`src/hdl/cacheGeomPkg.sv`:
```
`default_nettype none

package cacheGeomPkg;

  // request and data widths
  localparam int AddrBits    = 32;
  localparam int WordBits    = 64;

  // 32-byte lines of four 64-bit words
  localparam int OffsetBits  = 5;
  localparam int WordSelBits = 2;

  localparam int NumWays     = 2;

  typedef logic [AddrBits-1:0] addr_t;
  typedef logic [WordBits-1:0] word_t;

  // whole line address doubles as the stored tag
  typedef logic [AddrBits-OffsetBits-1:0] lineAddr_t;

  typedef word_t [2**WordSelBits-1:0] line_t;

endpackage

`default_nettype wire

```
`src/hdl/cacheCtrlPkg.sv`:
```
`default_nettype none

package cacheCtrlPkg;

  typedef enum logic [2:0] {
    idle,
    lookup,
    respond,
    missReq,
    refill,
    replay
  } cacheState_e;

  // one line arrives as four beats, word 0 first
  localparam int BeatsPerLine = 4;
  localparam int BeatBits     = $clog2(BeatsPerLine);

  typedef logic [BeatBits-1:0] beatIdx_t;

endpackage

`default_nettype wire

```
`src/hdl/cacheCtrl.sv`:
```
`default_nettype none

module cacheCtrl (
  input  wire                       clk,
  input  wire                       rst_n,
  input  wire                       reqValid_i,
  input  wire cacheGeomPkg::addr_t  reqAddr_i,
  input  wire                       respReady_i,
  input  wire                       hit_i,
  input  wire                       victimWay_i,
  input  wire                       refillDone_i,
  output logic                      reqReady_o,
  output logic                      respValid_o,
  output logic                      lookupEn_o,
  output cacheGeomPkg::addr_t       lookupAddr_o,
  output logic                      refillStart_o,
  output logic                      refillWay_o
);
  import cacheGeomPkg::*;
  import cacheCtrlPkg::*;

  cacheState_e state;
  cacheState_e stateNext;
  addr_t       reqLatch;

  always_ff @(posedge clk or negedge rst_n) begin
    if (!rst_n) begin
      state <= idle;
    end else begin
      state <= stateNext;
    end
  end

  always_comb begin
    stateNext = state;
    case (state)
      idle: begin
        if (reqValid_i) begin
          stateNext = lookup;
        end
      end
      lookup: begin
        // hit answers in this same cycle
        if (!hit_i) begin
          stateNext = missReq;
        end else if (respReady_i) begin
          stateNext = idle;
        end else begin
          stateNext = respond;
        end
      end
      respond: begin
        if (respReady_i) begin
          stateNext = idle;
        end
      end
      missReq: stateNext = refill;
      refill: begin
        if (refillDone_i) begin
          stateNext = replay;
        end
      end
      replay:  stateNext = lookup;
      default: stateNext = idle;
    endcase
  end

  // single outstanding request
  always_ff @(posedge clk) begin
    if (reqReady_o && reqValid_i) begin
      reqLatch <= reqAddr_i;
    end
  end

  // victim frozen for the whole refill
  always_ff @(posedge clk or negedge rst_n) begin
    if (!rst_n) begin
      refillWay_o <= 1'b0;
    end else if (state == lookup && !hit_i) begin
      refillWay_o <= victimWay_i;
    end
  end

  assign reqReady_o    = (state == idle);
  assign respValid_o   = (state == lookup && hit_i) || (state == respond);
  assign lookupEn_o    = (reqReady_o && reqValid_i) || (state == replay);
  // arrays index with the live address on the accept edge
  assign lookupAddr_o  = reqReady_o ? reqAddr_i : reqLatch;
  assign refillStart_o = (state == missReq);

endmodule

`default_nettype wire

```
`config.mk`:
```
export PLATFORM = sky130hd
export DESIGN_NAME = cacheCtrl
export DESIGN_NICKNAME = d
export VERILOG_FILES = /design/src/hdl/cacheGeomPkg.sv /design/src/hdl/cacheCtrlPkg.sv /design/src/hdl/cacheCtrl.sv
export SDC_FILE = /design/constraint.sdc
export NUM_CORES = 1
export LEC_CHECK = 0
export ABC_AREA = 1
export ABC_CLOCK_PERIOD_IN_PS = 5400
export BUFFER_PORTS_ARGS = -buffer_cell sky130_fd_sc_hd__buf_2
export CELL_PAD_IN_SITES_DETAIL_PLACEMENT = 0
export CELL_PAD_IN_SITES_GLOBAL_PLACEMENT = 2
export CORE_ASPECT_RATIO = 0.7
export CORE_UTILIZATION = 28
export CTS_CLUSTER_SIZE = 16
export DETAILED_ROUTE_END_ITERATION = 8
export PLACE_DENSITY_LB_ADDON = 0.05
export RECOVER_POWER = 50
export SLEW_MARGIN = 20
export SYNTH_ARGS = -nofsm -noshare
export SYNTH_HDL_FRONTEND = slang
export SYNTH_SLANG_ARGS = --single-unit
```
`constraint.sdc`:
```
create_clock -name clk -period 5.4 [get_ports clk]
set_input_delay 0.27 -clock clk [delete_from_list [all_inputs] [get_ports clk]]
set_output_delay 0.27 -clock clk [all_outputs]
set_load 0.03 [all_outputs]
```
==> metrics, run 1 <==
status finished clean; Flop pwr share 27.4%; peak supply drop slightly above 0.0002 V; post-synthesis average cell area 9.796 µm²; worst setup margin 2.423 ns; Synth warnings 0; dpl ws approximately 3.3 ns; proportion of synthesized area in mux cells 0%; Switching Fraction between 50 and 60%; Area Overhead vs Synth 26.67%; max-slew violation count 0; RSZ-0062 raised after global routing no; worst-margin pin slew about 1.3 ns; Top delay family on crit path simple AND/OR/NAND/NOR gates; CTS tree built; sequential area share after synthesis 63.71%; layout cells sized above 1 24.29%; Initial DRC Count 31; required time worst endpoint roughly 5 ns; Final Cycle Share 55.13%; first-pass GRT wire length 5.699 mm; Setup Skew 0.004959 ns; CP max FO 35; CTS Buf Count 5; DRC Markers 0; number of global-route vias before repair about 1200; most frequent CP cell nand2_1; LEAKAGE 0.0009784 µW; worst min path class input pin to register; Die ar. around 6300 µm²; die span in x ~94 µm; Max clock buf depth 2; Critical-path top delay cell nand2_1; insertion delay to the later sink of the worst-skew pair 0.28 ns; hold buffers post-CTS 1; DRT Wirelength about 3.7 mm; # IOs 76; Setup Buffers After CTS 0; CP startpoint kind register; register bit total from synthesis 36; synth unique cells 14; P per Cell Area 702.5 nW/µm²; post-route minimum period 2.977 ns; CP Buf/Inv Count 2; CTS clk-pin slew, worst paths around 0.070 ns; largest family of logic cells by synthesized area simple AND/OR/NAND/NOR gates; commonest non-fill, non-tap cell in the layout nand2_1; setup TNS 0 ns; n_diodes 0; final hold violations 0; max-capacitance violation count 0; die height 66.53 µm; FILL cells approximately 630; Slew headroom between 10% and 20%; Synth Net Count 209; antenna violations before repair 0; Clock Sinks 36; Setup crit end kind output port; DRT Pass-1 Iters 4; routed wire length per instance 11.47 µm; depth of the CTS H-tree 2; Cell Rows 23; P_int 685.2 µW; Synth Instances 170; Mapped Area roughly 1700 µm²; Final Cell Area 2110 µm²; post-cts sizing count 0; simple-gate share of the synthesized area between 20 and 30%; Comb power frac 60.8%; total global routing overflow 0; nets@finish 286; drt via density roughly 4; initial core utilization 29.08%; routability-driven placement congestion ratio slightly above 0.7; Synth Area in Compound Gates under 10%; via count about 1300; largest net degree at the start of global routing 36; core area 5727 µm²; Final setup violation count 0; CP Cell Sequence nor2_1 -> nand2_1 -> inv_6 -> nand2_1 -> nand2_1 -> buf_2; Antenna Violating Nets Remaining 0; Root Buffer clkbuf_8; Area after DPL 2077 µm²; Port Buffer Count 75; switching power 796.8 µW; Synth Area in Adders 0%; XOR/XNOR Fraction of Synth Area 0%; WS Path Type register to output port; DP Wirelength 2.565 mm; most frequent cells in the layout nand2_1, buf_2, edfxtp_1, clkbuf_1, nand2_2; max incr delay on CP 0.78 ns; Clock Power Share 11.9%; Total GRT Usage 12.29%; Critical Path AT 2.71 ns; fmax about 340 MHz
==> synthesized netlist by cell type <==
cell	n	area, µm²
nor2_1	4	15.01
edfxtp_1	32	960.9
dfrtp_1	4	100.1
buf_12	1	20.02
o21ai_0	6	30.03
nand2_4	1	11.26
nand2_2	9	56.30
nand3_1	7	35.03
inv_1	7	26.28
buf_6	2	22.52
buf_4	3	22.52
nand2_1	92	345.3
nor2_4	1	11.26
inv_6	1	8.760
==> worst register-to-register path, delay by kind of cell, from the launching register on <==
family	cells	cell delay, ns
AND/OR/NAND/NOR	3	2.07
flip-flops	1	0.42
==> routing by layer <==
layer  up-vias  global-route usage (%)  routed length (µm)
li1        695                       -                   -
met1       565                   16.71                1842
met2        39                   17.66                1576
met3         5                   4.224                 228
met4         0                   5.192                  44
met5         -                       0                   0
==> flip-flops by register name, indices dropped and copies added, names as in the netlist <==
signal,count
reqLatch,32
state,3
refillWay_o,1
==> per-stage QoR <==
stage	total power (µW)	cells	util [%]	hold slack, ns
CTS	1520	322	37.78	0.1673
global route	1592	322	36.84	0.1663
global placement	1347	314	36.27	0.08238
floorplan	1136	170	-	-0.02559
finish	1482	322	36.84	0.1771
detailed placement	1340	314	36.27	0.08366
==> power by group through the flow <==
stage	logic (µW)	clock network [µW]	registers (µW)
after global placement	934	0	413
after CTS	929	182	409
final	901	176	406
after floorplan	717	0	419
after detailed placement	925	0	415
after global routing	989	191	412
==> cells by family (layout without fill, tap and decap cells) <==
logic type,after synthesis,count (layout)
and+or+nand+nor,114,114
DFF,36,36
buffers and inverters,14,91
AOI/OAI and AO/OA,6,6
==> final timing paths <==
| kind | slack [ns] | cells past startpoint | end | start |
|---|---|---|---|---|
| worst min-delay path | 0.18 | 1 | reqLatch[3] | reqAddr_i[3] |
| max in group asynchronous | 4.85 | 2 | state[2] | rst_n |
| min in group asynchronous | 0.36 | 2 | refillWay_o | rst_n |
| worst min register to register | 0.49 | 2 | refillWay_o | refillWay_o |
| worst max register to register | 2.53 | 3 | reqLatch[21] | state[0] |
| worst max-delay path | 2.42 | 6 | lookupAddr_o[6] | state[0] |
==> area by class of cell <==
class                   count  area (µm²)  area share (%)
well taps                  75       93.84           4.448
multi-input cells         120       496.7           23.55
flip-flops and latches     36        1061           50.30
clock inverters             2       7.507          0.3559
inverters                   8       35.03           1.661
repair buffers             76       346.6           16.43
clock buffers               5       68.82           3.262
Power figures use the tool's default switching activity.
==> inputs of run 2 (changes only) <==
ABC_AREA = 0   (was 1)
ABC_CLOCK_PERIOD_IN_PS = 3100   (was 5400)
CORE_UTILIZATION = 30   (was 28)
clock period = 3.1 ns   (was 5.4 ns; I/O delays follow)
==> run 2 against run 1 <==
Sequential cell count unchanged. Clock skew hardly changed. Count of clock-buffer cells in the layout grew 1. Sequential power grew 83%. Highest routed layer unchanged.
==> metrics, run 2 <==
status finished clean; core area 5230 µm² (-8.7%); Cell Count, Final, Fillers Out 247 (-23%); via count 1071 (-18%); Final Cell Area 2147 µm² (+1.8%); placed cell count 238 (-24%); DRT Pass-1 Iters 4 (unchanged); total global routing overflow 0 (unchanged); routability-driven placement congestion ratio 0.7268 (+1.4%); Final setup violation count 0 (unchanged); Die ar. 5751 µm² (-8.2%); Antenna Violating Nets Remaining 0 (unchanged); Clock Sinks 36 (unchanged); Synth Net Count 133 (-36%); FILL cells 532 (-15%); number of global-route vias before repair 1071 (-11%); most frequent cells in the layout buf_2, edfxtp_1, mux2_2, clkbuf_1, clkbuf_8; routed wire length per instance 12.88 µm (+12%); depth of the CTS H-tree 2 (unchanged); FFs w/ async S/R, synth 11.11% (unchanged); Seq. cell area 1061 µm² (unchanged); largest net degree at the start of global routing 28 (-22%); post-route minimum period 2.270 ns; CP Cell Sequence nor3_4 -> buf_4 -> buf_4 -> mux2_1 -> buf_2; CTS tree built; DRC Markers 0 (unchanged); Synth warnings 0 (unchanged); Top reg by flops reqLatch; Post-synth EDFFs 32 (unchanged); post-synthesis average cell area 17.38 µm² (+77%); dpl ws 1.105 ns (-2.192 ns); Total GRT Usage 12.08% (-0.22 points); DRT Wirelength 3.181 mm (-14%); # IOs 76 (unchanged); Setup crit end kind output port; insertion delay to the later sink of the worst-skew pair 0.28 ns (about the same); count leader, synth edfxtp_1; CP max FO 21 (-40%); Critical Path AT 2.11 ns (-0.60 ns); fmax 440.6 MHz; synth unique cells 24 (+10); Max clock buf depth 2 (unchanged); post-synth top area share 58.81% (+1.1 points); DP Wirelength 2.287 mm (-11%); layout cells sized above 1 53.71% (+29 points); max incr delay on CP 0.52 ns (-0.26 ns); area leader, netlist edfxtp_1; Port Buffer Count 75 (unchanged); final hold violations 0 (unchanged); setup TNS 0 ns (unchanged); biggest regs reqLatch x32, state x3, refillWay_o x1; first-pass GRT wire length 5.292 mm (-7.1%); Synth Instances 94 (-45%); drt via density 4.336 (+7.1%); Critical-path top delay cell dfrtp_1; most frequent CP cell buf_4; Slew headroom 74.18% (+58 points); Initial DRC Count 20 (-35%); P per Cell Area 1150 nW/µm² (+64%); Commonest cells post-synth edfxtp_1, mux2_2, buf_6, dfrtp_1, nand2b_1; worst-margin pin slew 0.3873 ns (-0.8685 ns); max-capacitance violation count 0 (unchanged); die span in x 90.21 µm (-4.2%); sequential area share after synthesis 64.93% (+1.2 points); nets@finish 213 (-26%); Mapped Area 1634 µm² (-1.9%); worst setup margin 0.8304 ns (-1.592 ns); CTS Buf Count 5 (unchanged); worst min path class input pin to register; antenna violations before repair 0 (unchanged); LEAKAGE 0.0008226 µW (-16%); initial core utilization 31.24% (+2.2 points); commonest non-fill, non-tap cell in the layout buf_2; n_diodes 0 (unchanged); peak supply drop 0.0004291 V (+110%); Setup Buffers After CTS 0 (unchanged); register bit total from synthesis 36 (unchanged); Main synth FF type edfxtp_1; WS Path Type register to output port; max-slew violation count 0 (unchanged); Area after DPL 2068 µm² (-0.42%); synth top area cells edfxtp_1, mux2_2, dfrtp_1; CTS clk-pin slew, worst paths 0.07 ns (about the same); CP startpoint kind register; Final Cycle Share roughly 73%; RSZ-0062 raised after global routing no; Cell Rows 22 (-4.3%); area of the multi-input gates 508.0 µm² (+2.3%); Area Overhead vs Synth 31.39%; Setup Skew 0.004474 ns (-0.0004844 ns); Root Buffer clkbuf_8; max reg flops 32 (unchanged); required time worst endpoint 2.94 ns (-2.19 ns); die height 63.75 µm (-4.2%)
run 2: cell count changes after synthesis, sizes merged, moves of 2 or more:
| cell | before | now |
|---|---|---|
| inv | 8 | 1 |
| nand2b | 0 | 3 |
| nand2 | 102 | 1 |
| nor2 | 5 | 1 |
| o21ai | 6 | 0 |
| nand3 | 7 | 0 |
| a21oi | 0 | 2 |
| mux2 | 0 | 33 |
run 2: routing by layer:
metal / routed length [µm] / vias to the layer above / share of wire (%) / track usage (%)
met5: 0 / - / 0 / 0
met4: 44 / 0 / 1.4 / 4.839
met3: 277 / 7 / 8.7 / 5.119
met2: 1364 / 47 / 43 / 17.27
met1: 1496 / 502 / 47 / 16.12
li1: - / 515 / - / -
run 2: power breakdown:
| group | internal [µW] | leakage (µW) | switching, µW |
|---|---|---|---|
| Sequential | 669 | 0.000348 | 75.5 |
| Combinational | 482 | 0.000420 | 844 |
| Clock | 239 | 0.0000552 | 160 |
| Total | 1390 | 0.000823 | 1080 |
run 2: layout make-up:
| cell class | instances | share of cell area [%] |
|---|---|---|
| Sequential cell | 36 | 49.42 |
| Multi-Input combinational cell | 51 | 23.66 |
| Timing Repair Buffer | 79 | 17.54 |
| Tap cell | 72 | 4.196 |
| Clock buffer | 6 | 3.380 |
| Clock inverter | 2 | 1.632 |
| Inverter | 1 | 0.1748 |
run 2: logic make-up (layout without fill, tap and decap cells):
group                  after synthesis  count (layout)  synth area share, %
AO/OA/AOI/OAI                        5               5                2.144
XOR/XNOR                             1               1               0.5361
buffers and inverters                7              88                3.521
flip-flops                          36              36                64.93
multiplexers                        33              33                22.97
AND/OR/NAND/NOR                     12              12                5.896
run 2: metrics by stage:
stage / utilization, % / hold WS (ns) / total power, µW
after detailed placement: 39.55 / -0.03624 / 2121
after floorplan: - / -0.1406 / 1839
after CTS: 41.79 / 0.04246 / 2534
after global placement: 39.55 / -0.03645 / 2123
final: 41.05 / 0.05236 / 2470
after global routing: 41.05 / 0.03673 / 2616
run 2: worst paths after layout:
path	startpoint	to	slack, ns	cells after the start
worst min-delay path	respReady_i	state[1]	0.05	2
worst min register to register	refillWay_o	refillWay_o	0.50	1
worst max-delay path	state[0]	lookupAddr_o[7]	0.83	5
worst max register to register	state[0]	reqLatch[24]	1.01	4
max in group asynchronous	rst_n	state[0]	2.69	2
min in group asynchronous	rst_n	refillWay_o	0.23	2
run 2: worst max-delay path, delay by kind of cell (launching register included):
| kind | cells | cell delay (ns) |
|---|---|---|
| buf+inv | 3 | 0.73 |
| simple gates | 1 | 0.20 |
| mux | 1 | 0.37 |
| flops | 1 | 0.52 |
run 2: timing repair:
| item | CTS | global route |
|---|---|---|
| hold endpoints to repair | 4 | 0 |
| gates resized for setup | 0 | 0 |
| hold buffers | 1 | 0 |
