<file path="src/hdl/cacheGeomPkg.sv">
`default_nettype none

package cacheGeomPkg;

  // request and data widths
  localparam int AddrBits    = 32;
  localparam int WordBits    = 64;

  // 32-byte lines of four 64-bit words
  localparam int OffsetBits  = 5;
  localparam int WordSelBits = 2;

  localparam int NumWays     = 2;

  typedef logic [AddrBits-1:0] addr_t;
  typedef logic [WordBits-1:0] word_t;

  // whole line address doubles as the stored tag
  typedef logic [AddrBits-OffsetBits-1:0] lineAddr_t;

  typedef word_t [2**WordSelBits-1:0] line_t;

endpackage

`default_nettype wire

</file>
<file path="src/hdl/cacheCtrlPkg.sv">
`default_nettype none

package cacheCtrlPkg;

  typedef enum logic [2:0] {
    idle,
    lookup,
    respond,
    missReq,
    refill,
    replay
  } cacheState_e;

  // one line arrives as four beats, word 0 first
  localparam int BeatsPerLine = 4;
  localparam int BeatBits     = $clog2(BeatsPerLine);

  typedef logic [BeatBits-1:0] beatIdx_t;

endpackage

`default_nettype wire

</file>
<file path="src/hdl/refillIf.sv">
`default_nettype none

interface refillIf;
  import cacheGeomPkg::*;
  import cacheCtrlPkg::*;

  logic      beatValid;
  beatIdx_t  beatIdx;
  word_t     beatData;

  // one-cycle pulse after the last beat of a line
  logic      install;
  lineAddr_t installLine;

  modport source (output beatValid, beatIdx, beatData, install, installLine);

  // tags only care about the install, data only about the beats
  modport tagSink (input install, installLine);
  modport dataSink (input beatValid, beatIdx, beatData, installLine);

endinterface

`default_nettype wire

</file>
<file path="src/hdl/refillEngine.sv">
`default_nettype none

module refillEngine (
  input  wire                          clk,
  input  wire                          rst_n,
  input  wire                          start_i,
  input  wire cacheGeomPkg::lineAddr_t lineAddr_i,
  output logic                         memReqValid_o,
  input  wire                          memReqReady_i,
  output cacheGeomPkg::addr_t          memReqAddr_o,
  input  wire                          memRespValid_i,
  input  wire cacheGeomPkg::word_t     memRespData_i,
  input  wire                          memRespLast_i,
  refillIf.source                      refill
);
  import cacheGeomPkg::*;
  import cacheCtrlPkg::*;

  lineAddr_t lineQ;
  beatIdx_t  beatCnt;
  logic      busy;
  logic      installQ;

  always_ff @(posedge clk) begin
    if (start_i) begin
      lineQ <= lineAddr_i;
    end
  end

  always_ff @(posedge clk or negedge rst_n) begin
    if (!rst_n) begin
      memReqValid_o <= 1'b0;
      busy          <= 1'b0;
      beatCnt       <= '0;
      installQ      <= 1'b0;
    end else begin
      installQ <= 1'b0;
      if (start_i) begin
        memReqValid_o <= 1'b1;
        beatCnt       <= '0;
      end else if (memReqValid_o && memReqReady_i) begin
        memReqValid_o <= 1'b0;
        busy          <= 1'b1;
      end
      // last flag ends the line, whatever the count says
      if (busy && memRespValid_i) begin
        beatCnt <= beatCnt + 1'b1;
        if (memRespLast_i) begin
          busy     <= 1'b0;
          installQ <= 1'b1;
        end
      end
    end
  end

  assign memReqAddr_o       = {lineQ, {OffsetBits{1'b0}}};

  assign refill.beatValid   = busy && memRespValid_i;
  assign refill.beatIdx     = beatCnt;
  assign refill.beatData    = memRespData_i;
  assign refill.install     = installQ;
  assign refill.installLine = lineQ;

endmodule

`default_nettype wire

</file>
<file path="src/flat_wrapper.sv">
// flat-port wrapper written by rule: the top's interface ports become plain ports
module refillEngine_flat import cacheGeomPkg::*; import cacheCtrlPkg::*;
  (clk, rst_n, start_i, lineAddr_i, memReqValid_o, memReqReady_i, memReqAddr_o, memRespValid_i, memRespData_i, memRespLast_i, refill_beatValid, refill_beatIdx, refill_beatData, refill_install, refill_installLine);
  refillIf refill_i ();
  input  wire clk;
  input  wire rst_n;
  input  wire start_i;
  input  wire cacheGeomPkg::lineAddr_t lineAddr_i;
  output logic memReqValid_o;
  input  wire memReqReady_i;
  output cacheGeomPkg::addr_t memReqAddr_o;
  input  wire memRespValid_i;
  input  wire cacheGeomPkg::word_t memRespData_i;
  input  wire memRespLast_i;
  output wire logic [$bits(refill_i.beatValid)-1:0] refill_beatValid;
  output wire logic [$bits(refill_i.beatIdx)-1:0] refill_beatIdx;
  output wire logic [$bits(refill_i.beatData)-1:0] refill_beatData;
  output wire logic [$bits(refill_i.install)-1:0] refill_install;
  output wire logic [$bits(refill_i.installLine)-1:0] refill_installLine;
  assign refill_beatValid = refill_i.beatValid;
  assign refill_beatIdx = refill_i.beatIdx;
  assign refill_beatData = refill_i.beatData;
  assign refill_install = refill_i.install;
  assign refill_installLine = refill_i.installLine;
  refillEngine u_core (.clk(clk), .rst_n(rst_n), .start_i(start_i), .lineAddr_i(lineAddr_i), .memReqValid_o(memReqValid_o), .memReqReady_i(memReqReady_i), .memReqAddr_o(memReqAddr_o), .memRespValid_i(memRespValid_i), .memRespData_i(memRespData_i), .memRespLast_i(memRespLast_i), .refill(refill_i));
endmodule
</file>
<file path="config.mk">
export PLATFORM = sky130hd
export DESIGN_NAME = refillEngine_flat
export DESIGN_NICKNAME = d
export VERILOG_FILES = /design/src/hdl/cacheGeomPkg.sv /design/src/hdl/cacheCtrlPkg.sv /design/src/hdl/refillIf.sv /design/src/hdl/refillEngine.sv /design/src/flat_wrapper.sv
export SDC_FILE = /design/constraint.sdc
export NUM_CORES = 1
export LEC_CHECK = 0
export BUFFER_PORTS_ARGS = -buffer_cell sky130_fd_sc_hd__buf_2
export CORE_AREA = 2 2 87 89
export CTS_CLUSTER_DIAMETER = 200
export DETAILED_ROUTE_END_ITERATION = 10
export DIE_AREA = 0 0 89 91
export GPL_TIMING_DRIVEN = 0
export PLACE_DENSITY = 0.63
export SYNTH_ARGS = -nofsm -noshare
export SYNTH_HDL_FRONTEND = slang
export SYNTH_SLANG_ARGS = --single-unit
</file>
<file path="constraint.sdc">
create_clock -name clk -period 1.05 [get_ports clk]
set_input_delay 0.0525 -clock clk [delete_from_list [all_inputs] [get_ports clk]]
set_output_delay 0.0525 -clock clk [all_outputs]
set_load 0.05 [all_outputs]
</file>
==> results.toml, run 1 <==
[critical_path]
startpoint = "u_core.refill.installLine[13]"
reg2reg_depth = 3
rr_endpoint = "u_core.refill.beatIdx[0]"
start_kind = "flop"
r2r_slack_ns = 0.07
critical_path.top_delay_family = "flip-flops"
crit_chain = "buf_6 -> buf_8"
slowest_delay_ns = 0.43
slowest_stage = "edfxtp_1"
worst-endpoint-arrival_ns = 0.99
worst-path-buf-inv = 2
crit_fanout = 2
crit_type = "reg2out"
reg2reg_from = "u_core.busy"
worstSetupEndpointType = "output port"
required_ns = 1.00

[sta]
finalCritPeriodShare = 0.996
slew_headroom = 0.550
postLayoutSetupSlackWorst_ns = 0.00407
rsz0062_at_grt = "yes"
max_freq_mhz = 956
slew_viol_final = 0
setup_viol = 0
tightest_slew_ns = 0.675
hold_viol = 0
min_period_ns = 1.05
fin_skew_ns = 0.000827

[final_layout]
utilization = 0.453
nNetsFinal = 424
drive_gt1_frac = 0.784
diodes = 0
syn_to_final_growth_pct = 85.6
fin_area_um2 = 3230

[floorplanning]
die_y_um = 91
core_area_um2 = 7140
die_area_um2 = 8100
ios = 225
initial_core_util = 0.244
fp.dieW_um = 89
fp-row-count = 31

[place]
dp_hpwl_mm = 3.99
postPlaceCellArea_um2 = 2660
dp_slack_ns = -0.109
port-buffer-count = 155
gp_congestion = 0.716

[route]
ant_nets = 0
met2_length_mm = 2.83
drc_errors = 0
top_layer_used = "met4"
vias_per_cell = 3.60
drt_iter0_markers = 12
wl_per_cell_um = 12.7
met1_length_mm = 1.72
first_pass_iters = 3
wirelength_mm = 5.42
dr_wl_met3_um = 800
num_vias = 1538

[global_route]
antenna_found_initial = 0
grt_overflow_total = 0
grt_pass1_wl_mm = 7.53
first_global_vias = 1546
grt_max_degree = 31
track_usage = 0.123

[logic_synthesis]
synth_edf_count = 27
yosys.cell_types.count = 15
yosysTopAreaCell = "edfxtp_1"
yosys.area.top_type_share = 0.466
avgSynthCellArea_um2 = 12.4
ys_warn_count = 0
netlist_instances = 140
synth_most_common_cell = "buf_4"
syn_area_um2 = 1740
yosysSeqAreaShare = 0.538
netlist_top_cells_area = "edfxtp_1 47%, buf_4 41%, dfrtp_1 7.2%, mux2_2 0.65%, a22o_2 0.58%"
yosys_most_used_dff = "edfxtp_1"
ys_ff_latch = 32
ys_async_sr_fraction = 0.156
synth_commonest_cells = "96 x buf_4, 27 x edfxtp_1, 5 x dfrtp_1"

[clock_tree]
clock_sinks = 32
cts_root_buffer = "clkbuf_8"
cts.path.max_buffers = 2
clk_latency_ns = 0.28
numCtsBuffers = 5
htreeDepth = 2
cts_tree = "done"
clkTransAtPathRegs_ns = 0.07

[pwr]
ir_drop_v = 0.000920
power.density_nw_per_um2 = 1450
power.switching_mw = 1.97
leakage_nw = 1.67
internal_power_mw = 2.70
power_frac_comb = 0.464
pwr-share-clk = 0.198
sequentialPowerShare = 0.338
fin_total_pwr_mw = 4.67
p_sw_frac = 0.423

[outcome]
status = "completed"

[job]
max-cap-violations = 0

[worst_hold_path]
hp-class = "in2reg"
whs_endpoint = "u_core.refill.install"
min-delay-start = "memRespLast_i"
hold_depth = 2
metrics by stage:
| stage | cells | setup TNS (ns) | hold WS (ns) |
|---|---|---|---|
| final | 427 | 0 | 0.0353 |
| after floorplan | 144 | 0 | -0.243 |
| after detailed placement | 398 | -0.296 | -0.127 |
| after global placement | 398 | -0.173 | -0.125 |
| after global routing | 427 | -0.0755 | 0.0209 |
| after CTS | 432 | 0 | 0.0226 |
worst register-to-register path: cells and delay by family (launching register included):
family | cells | cell delay [ns]
multiplexers | 1 | 0.30
AO/OA/AOI/OAI | 1 | 0.08
flip-flops | 1 | 0.36
buffers and inverters | 1 | 0.13
sequential cells by signal, indices dropped and copies added, names as in the netlist:
register                   cells
u_core.refill.beatIdx          2
u_core.busy                    1
u_core.refill.install          1
u_core.memReqValid_o           1
u_core.refill.installLine     27
cells by family after synthesis:
group,count (synthesis),synth area share
buffers and inverters,97,0.416
flip-flops,32,0.538
AO/OA/AOI/OAI,4,0.0187
AND/OR/NAND/NOR,4,0.0137
XOR/XNOR,1,0.00503
multiplexers,1,0.00647
other,1,0.00215
worst max path at each step:
stage	to	cells past startpoint	slack, ns
after global routing	refill_installLine[10]	2	-0.02
after detailed placement	u_core.refill.beatIdx[0]	3	-0.11
final	refill_installLine[13]	2	0.004
after CTS	refill_installLine[16]	2	0.002
after floorplan	u_core.refill.beatIdx[1]	2	0.03
after global placement	u_core.refill.beatIdx[0]	3	-0.08
what timing repair did:
action / in CTS / in global routing
hold buffers: 28 / 0
resized for setup: 51 / 29
endpoints found under the setup margin: 28 / 22
buffers inserted: 1 / 0
endpoints found under the hold margin: 32 / 0
cells in the final DEF (no fill, tap or decap), types with 2 or more instances in the layout:
master,instances
buf_2,124
buf_4,82
dlygate4sd3_1,28
edfxtp_1,27
buf_6,24
buf_8,12
conb_1,5
clkbuf_8,5
dfrtp_1,3
clkinvlp_4,2
clkbuf_4,2
dfrtp_2,2
power by group through the flow:
stage	Sequential (mW)	Clock [mW]	Combinational (mW)
global placement	1.59	0	1.92
finish	1.58	0.925	2.17
CTS	1.57	0.962	2.13
detailed placement	1.59	0	1.93
floorplan	1.95	0	1.18
global route	1.60	1.02	2.25
cell type report:
type,count,area (µm²)
buffer,88,691
clock buffer,5,68.8
clock inverter,3,18.8
fill,670,3910
inverter,1,3.75
multi-input combinational,15,95.1
sequential,32,938
tap,99,124
timing repair buffer,184,1290
per-layer routing:
layer | up-vias | GRT usage
li1 | 729 | -
met1 | 673 | 0.119
met2 | 130 | 0.231
met3 | 6 | 0.0464
met4 | 0 | 0.0410
met5 | - | 0
Power figures use the tool's default switching activity.
==> inputs of run 2 (changes only) <==
--- a/config.mk
+++ b/config.mk
@@ -12,6 +12,7 @@
 export DIE_AREA = 0 0 89 91
 export GPL_TIMING_DRIVEN = 0
 export PLACE_DENSITY = 0.63
+export RECOVER_POWER = 50
 export SYNTH_ARGS = -nofsm -noshare
 export SYNTH_HDL_FRONTEND = slang
 export SYNTH_SLANG_ARGS = --single-unit
==> results.toml, run 2 (synthesis gave the netlist of run 1 again) <==
[outcome]
status = "completed"

[pwr]
ir_drop_v = 0.000920
fin_total_pwr_mw = 4.64
power.density_nw_per_um2 = 1470
leakage_nw = 1.49

[final_layout]
fin_area_um2 = 3150
diodes = 0
syn_to_final_growth_pct = 80.9
final_cell_mix = "82 x buf_4, 65 x clkbuf_1, 59 x buf_2"
drive_gt1_frac = 0.585
final_cells = 427
nNetsFinal = 424
mostFrequentLayoutCell = "buf_4"
fill_cells = 700
utilization = 0.441
largest_reg_flops = 27

[sta]
min_period_ns = 1.05
slew_viol_final = 0
postLayoutSetupSlackWorst_ns = 0.00407
setup-tns-final_ns = 0
slew_headroom = 0.551
hold_viol = 0
finalCritPeriodShare = 0.996
timing.hold.ws_ns = 0.0353
max_freq_mhz = 956
tightest_slew_ns = 0.674
rsz0062_at_grt = "yes"
setup_viol = 0
fin_skew_ns = 0.00111

[clock_tree]
numCtsBuffers = 5
clk_latency_ns = 0.28
cts.path.max_buffers = 2
clock_sinks = 32
htreeDepth = 2
cts_root_buffer = "clkbuf_8"
clkTransAtPathRegs_ns = 0.07
cts_tree = "done"

[route]
top_layer_used = "met4"
vias_per_cell = 3.61
wl_per_cell_um = 12.8
num_vias = 1542
ant_nets = 0
wirelength_mm = 5.48
met2_length_mm = 2.84
first_pass_iters = 4
met1_length_mm = 1.76
drc_errors = 0
dr_wl_met3_um = 818
drt_iter0_markers = 7

[worst_hold_path]
hp-class = "in2reg"

[critical_path]
crit_type = "reg2out"
worstSetupEndpointType = "output port"
worst-endpoint-arrival_ns = 0.99
required_ns = 1.00
start_kind = "flop"
crit_fanout = 2

[floorplanning]
ios = 225
core_area_um2 = 7140
initial_core_util = 0.244
die_area_um2 = 8100
fp-row-count = 31
die_y_um = 91
fp.dieW_um = 89

[global_route]
grt_max_degree = 31
track_usage = 0.123
grt_overflow_total = 0
grt_pass1_wl_mm = 7.53
antenna_found_initial = 0
first_global_vias = 1546

[place]
postPlaceCellArea_um2 = 2660
gp_congestion = 0.716
port-buffer-count = 155
dpl.cell_count = 398
dp_slack_ns = -0.109
dp_hpwl_mm = 3.99

[job]
max-cap-violations = 0
-- run 2: changes by cell type in the layout (fill, tap and decap cells not counted), sizes merged --
cell,previous run,this run
buf,242,177
clkbuf,7,72
-- run 2: routing by layer --
metal  vias up  track usage
met5         -            0
met4         0       0.0410
met3         6       0.0464
met2       128        0.231
met1       678        0.119
li1        730            -
-- run 2: layout make-up --
| type | instances | area (µm²) | share of cell area |
|---|---|---|---|
| Buffer | 88 | 691 | 0.219 |
| Clock buffer | 5 | 68.8 | 0.0219 |
| Clock inverter | 3 | 18.8 | 0.00596 |
| Inverter | 1 | 3.75 | 0.00119 |
| Multi-Input combinational cell | 15 | 95.1 | 0.0302 |
| Sequential cell | 32 | 938 | 0.298 |
| Tap cell | 99 | 124 | 0.0393 |
| Timing Repair Buffer | 184 | 1210 | 0.384 |
-- run 2: critical path, cell delays in order, from the launching register on --
cell and delay [ns]:
edfxtp_1 0.43, buf_6 0.14, buf_8 0.14
-- run 2: power by group --
group,leakage [nW],switching (mW),internal (mW)
Combinational,1.13,1.44,0.697
Sequential,0.325,0.0752,1.51
Clock,0.0378,0.468,0.457
-- run 2: what timing repair did --
item	CTS	global route
gates cloned	0	0
resized for setup	51	29
hold endpoints to repair	32	0
buffers inserted	1	0
hold buffers	28	0
setup endpoints to repair	28	22
-- run 2: final timing paths --
kind	from	endpoint	slack, ns	cells after the start
max in group asynchronous	rst_n	u_core.refill.beatIdx[0]	0.65	2
min	memRespLast_i	u_core.refill.install	0.04	2
max reg2reg	u_core.busy	u_core.refill.beatIdx[0]	0.08	3
min reg2reg	u_core.memReqValid_o	u_core.memReqValid_o	0.52	1
min in group asynchronous	rst_n	u_core.busy	0.17	2
max	u_core.refill.installLine[13]	refill_installLine[13]	0.004	2
==> inputs of run 3 (changes only) <==
--- a/config.mk
+++ b/config.mk
@@ -5,13 +5,14 @@
 export SDC_FILE = /design/constraint.sdc
 export NUM_CORES = 1
 export LEC_CHECK = 0
+export ABC_AREA = 1
+export ABC_CLOCK_PERIOD_IN_PS = 1050
 export BUFFER_PORTS_ARGS = -buffer_cell sky130_fd_sc_hd__buf_2
 export CORE_AREA = 2 2 87 89
 export CTS_CLUSTER_DIAMETER = 200
 export DETAILED_ROUTE_END_ITERATION = 10
 export DIE_AREA = 0 0 89 91
 export GPL_TIMING_DRIVEN = 0
-export PLACE_DENSITY = 0.63
 export RECOVER_POWER = 50
 export SYNTH_ARGS = -nofsm -noshare
 export SYNTH_HDL_FRONTEND = slang
==> results.toml, run 3 <==
[outcome]
status = "completed"

[sta]
fin_skew_ns = 0.000322
slew_viol_final = 0
tightest_slew_ns = 0.657
max_freq_mhz = 981
setup_viol = 0
min_period_ns = 1.02
postLayoutSetupSlackWorst_ns = 0.0302
slew_headroom = 0.564
rsz0062_at_grt = "yes"
setup-tns-final_ns = 0
hold_viol = 0
finalCritPeriodShare = 0.971

[logic_synthesis]
netlist_top_cells_area = "edfxtp_1 46%, buf_4 41%, dfrtp_1 7.1%, inv_1 1.3%, nand3_1 0.86%"
yosysTopAreaCell = "edfxtp_1"
yosys_most_used_dff = "edfxtp_1"
synth_compound_area_frac = 0.00858
avgSynthCellArea_um2 = 11.8
synth_edf_count = 27
ys_ff_latch = 32
synth_xor_area_frac = 0
synthAdderAreaFrac = 0
syn_area_um2 = 1750
synthSimpleGateAreaFrac = 0.0279
yosys.cell_types.count = 14
yosysSeqAreaShare = 0.535
synth_top_family_by_area = "buffers and inverters"
synthMuxAreaShare = 0
ys_warn_count = 0
synth_commonest_cells = "96 x buf_4, 27 x edfxtp_1, 6 x inv_1"
yosys.area.top_type_share = 0.463
synth_most_common_cell = "buf_4"
ys_async_sr_fraction = 0.156
netlist_instances = 148

[place]
port-buffer-count = 155
dp_hpwl_mm = 4.22
dp_slack_ns = -0.0680
gp_congestion = 0.668
dpl.cell_count = 406

[floorplanning]
die_area_um2 = 8100
die_y_um = 91
fp.dieW_um = 89
core_area_um2 = 7140
initial_core_util = 0.245
ios = 225
fp-row-count = 31

[final_layout]
utilization = 0.456
largest_reg_flops = 27
mostFrequentLayoutCell = "buf_4"
drive_gt1_frac = 0.565
final_cells = 439
syn_to_final_growth_pct = 86.0
diodes = 0
final_cell_mix = "79 x buf_4, 66 x clkbuf_1, 57 x buf_2"
fill_cells = 724
nNetsFinal = 436

[worst_hold_path]
whs_endpoint = "u_core.refill.beatIdx[1]"
min-delay-start = "memRespValid_i"
hold_depth = 5
hp-class = "in2reg"

[route]
vias_per_cell = 3.60
first_pass_iters = 4
num_vias = 1582
wl_per_cell_um = 12.5
ant_nets = 0
drt_iter0_markers = 39
wirelength_mm = 5.47
drc_errors = 0

[global_route]
track_usage = 0.118
antenna_found_initial = 0
first_global_vias = 1498
grt_pass1_wl_mm = 7.19
grt_overflow_total = 0
grt_max_degree = 29

[clock_tree]
cts_root_buffer = "clkbuf_8"
numCtsBuffers = 5
cts_tree = "done"
htreeDepth = 2
cts.path.max_buffers = 2
clock_sinks = 32
clkTransAtPathRegs_ns = 0.07
clk_latency_ns = 0.28

[critical_path]
required_ns = 1.00
crit_fanout = 2
rr_endpoint = "u_core.busy"
r2r_slack_ns = 0.21
start_kind = "flop"
reg2reg_depth = 4
reg2reg_from = "u_core.busy"
worst-endpoint-arrival_ns = 0.97
crit_type = "reg2out"
worstSetupEndpointType = "output port"

[pwr]
fin_total_pwr_mw = 5.03
ir_drop_v = 0.000822
leakage_nw = 1.56
power.density_nw_per_um2 = 1550

[job]
max-cap-violations = 0
[run 3: cell types whose count changed after synthesis, sizes merged]
cell,delta
o21ai,+2
and3,-1
a21o,-1
xor2,-1
mux2,-1
nand2,+3
and2,-1
a22o,-1
inv,+6
nand3,+4
a32o,-1
[run 3: worst max-delay path by stage]
stage,depth (start not counted),slack [ns],to,start
final,2,0.03,refill_installLine[10],u_core.refill.installLine[10]
after global routing,2,-0.02,refill_installLine[1],u_core.refill.installLine[1]
after CTS,2,0.0005,refill_installLine[19],u_core.refill.installLine[19]
after detailed placement,4,-0.07,u_core.refill.beatIdx[0],start_i
after global placement,4,-0.03,u_core.refill.beatIdx[0],start_i
after floorplan,3,0.03,u_core.refill.beatIdx[1],u_core.refill.beatIdx[0]
[run 3: area by class of cell]
class | instances | area [µm²] | share of cell area
Clock inverter | 2 | 35.0 | 0.0108
Buffer | 90 | 724 | 0.223
Sequential cell | 32 | 936 | 0.287
Inverter | 7 | 26.3 | 0.00807
Timing Repair Buffer | 186 | 1250 | 0.385
Clock buffer | 6 | 72.6 | 0.0223
Tap cell | 99 | 124 | 0.0380
Multi-Input combinational cell | 17 | 82.6 | 0.0254
[run 3: what timing repair did]
| action | in CTS | in global routing |
|---|---|---|
| pin swaps | 1 | 0 |
| resized for setup | 52 | 40 |
| hold endpoints to repair | 34 | 0 |
| endpoints found under the setup margin | 28 | 26 |
| cloned | 0 | 0 |
| setup buffers | 1 | 0 |
| hold buffers | 30 | 0 |
[run 3: cells by family after synthesis]
kind of cell	after synthesis
flip-flops	32
other	1
buffers and inverters	103
AND/OR/NAND/NOR	9
AO/OA/AOI/OAI	3
[run 3: routing by layer]
| layer | share of wire | track usage |
|---|---|---|
| met1 | 0.31 | 0.108 |
| met2 | 0.58 | 0.233 |
| met3 | 0.11 | 0.0436 |
| met4 | 0.0082 | 0.0299 |
| met5 | 0 | 0 |
[run 3: worst max-delay path: stages (launching register included)]
cell      delay, ns
edfxtp_1       0.41
buf_6          0.14
buf_8          0.14
[run 3: power by group]
group          switching, mW  internal (mW)
sequential            0.0925           1.52
combinational           1.51          0.747
clock                  0.461          0.704
total                   2.07           2.97
[run 3: per-stage QoR]
stage | hold slack, ns | cell area [µm²]
after floorplan | -0.243 | 1770
after CTS | 0.0917 | 3230
after detailed placement | -0.126 | 2670
final | 0.101 | 3260
after global routing | 0.121 | 3260
after global placement | -0.127 | 2670
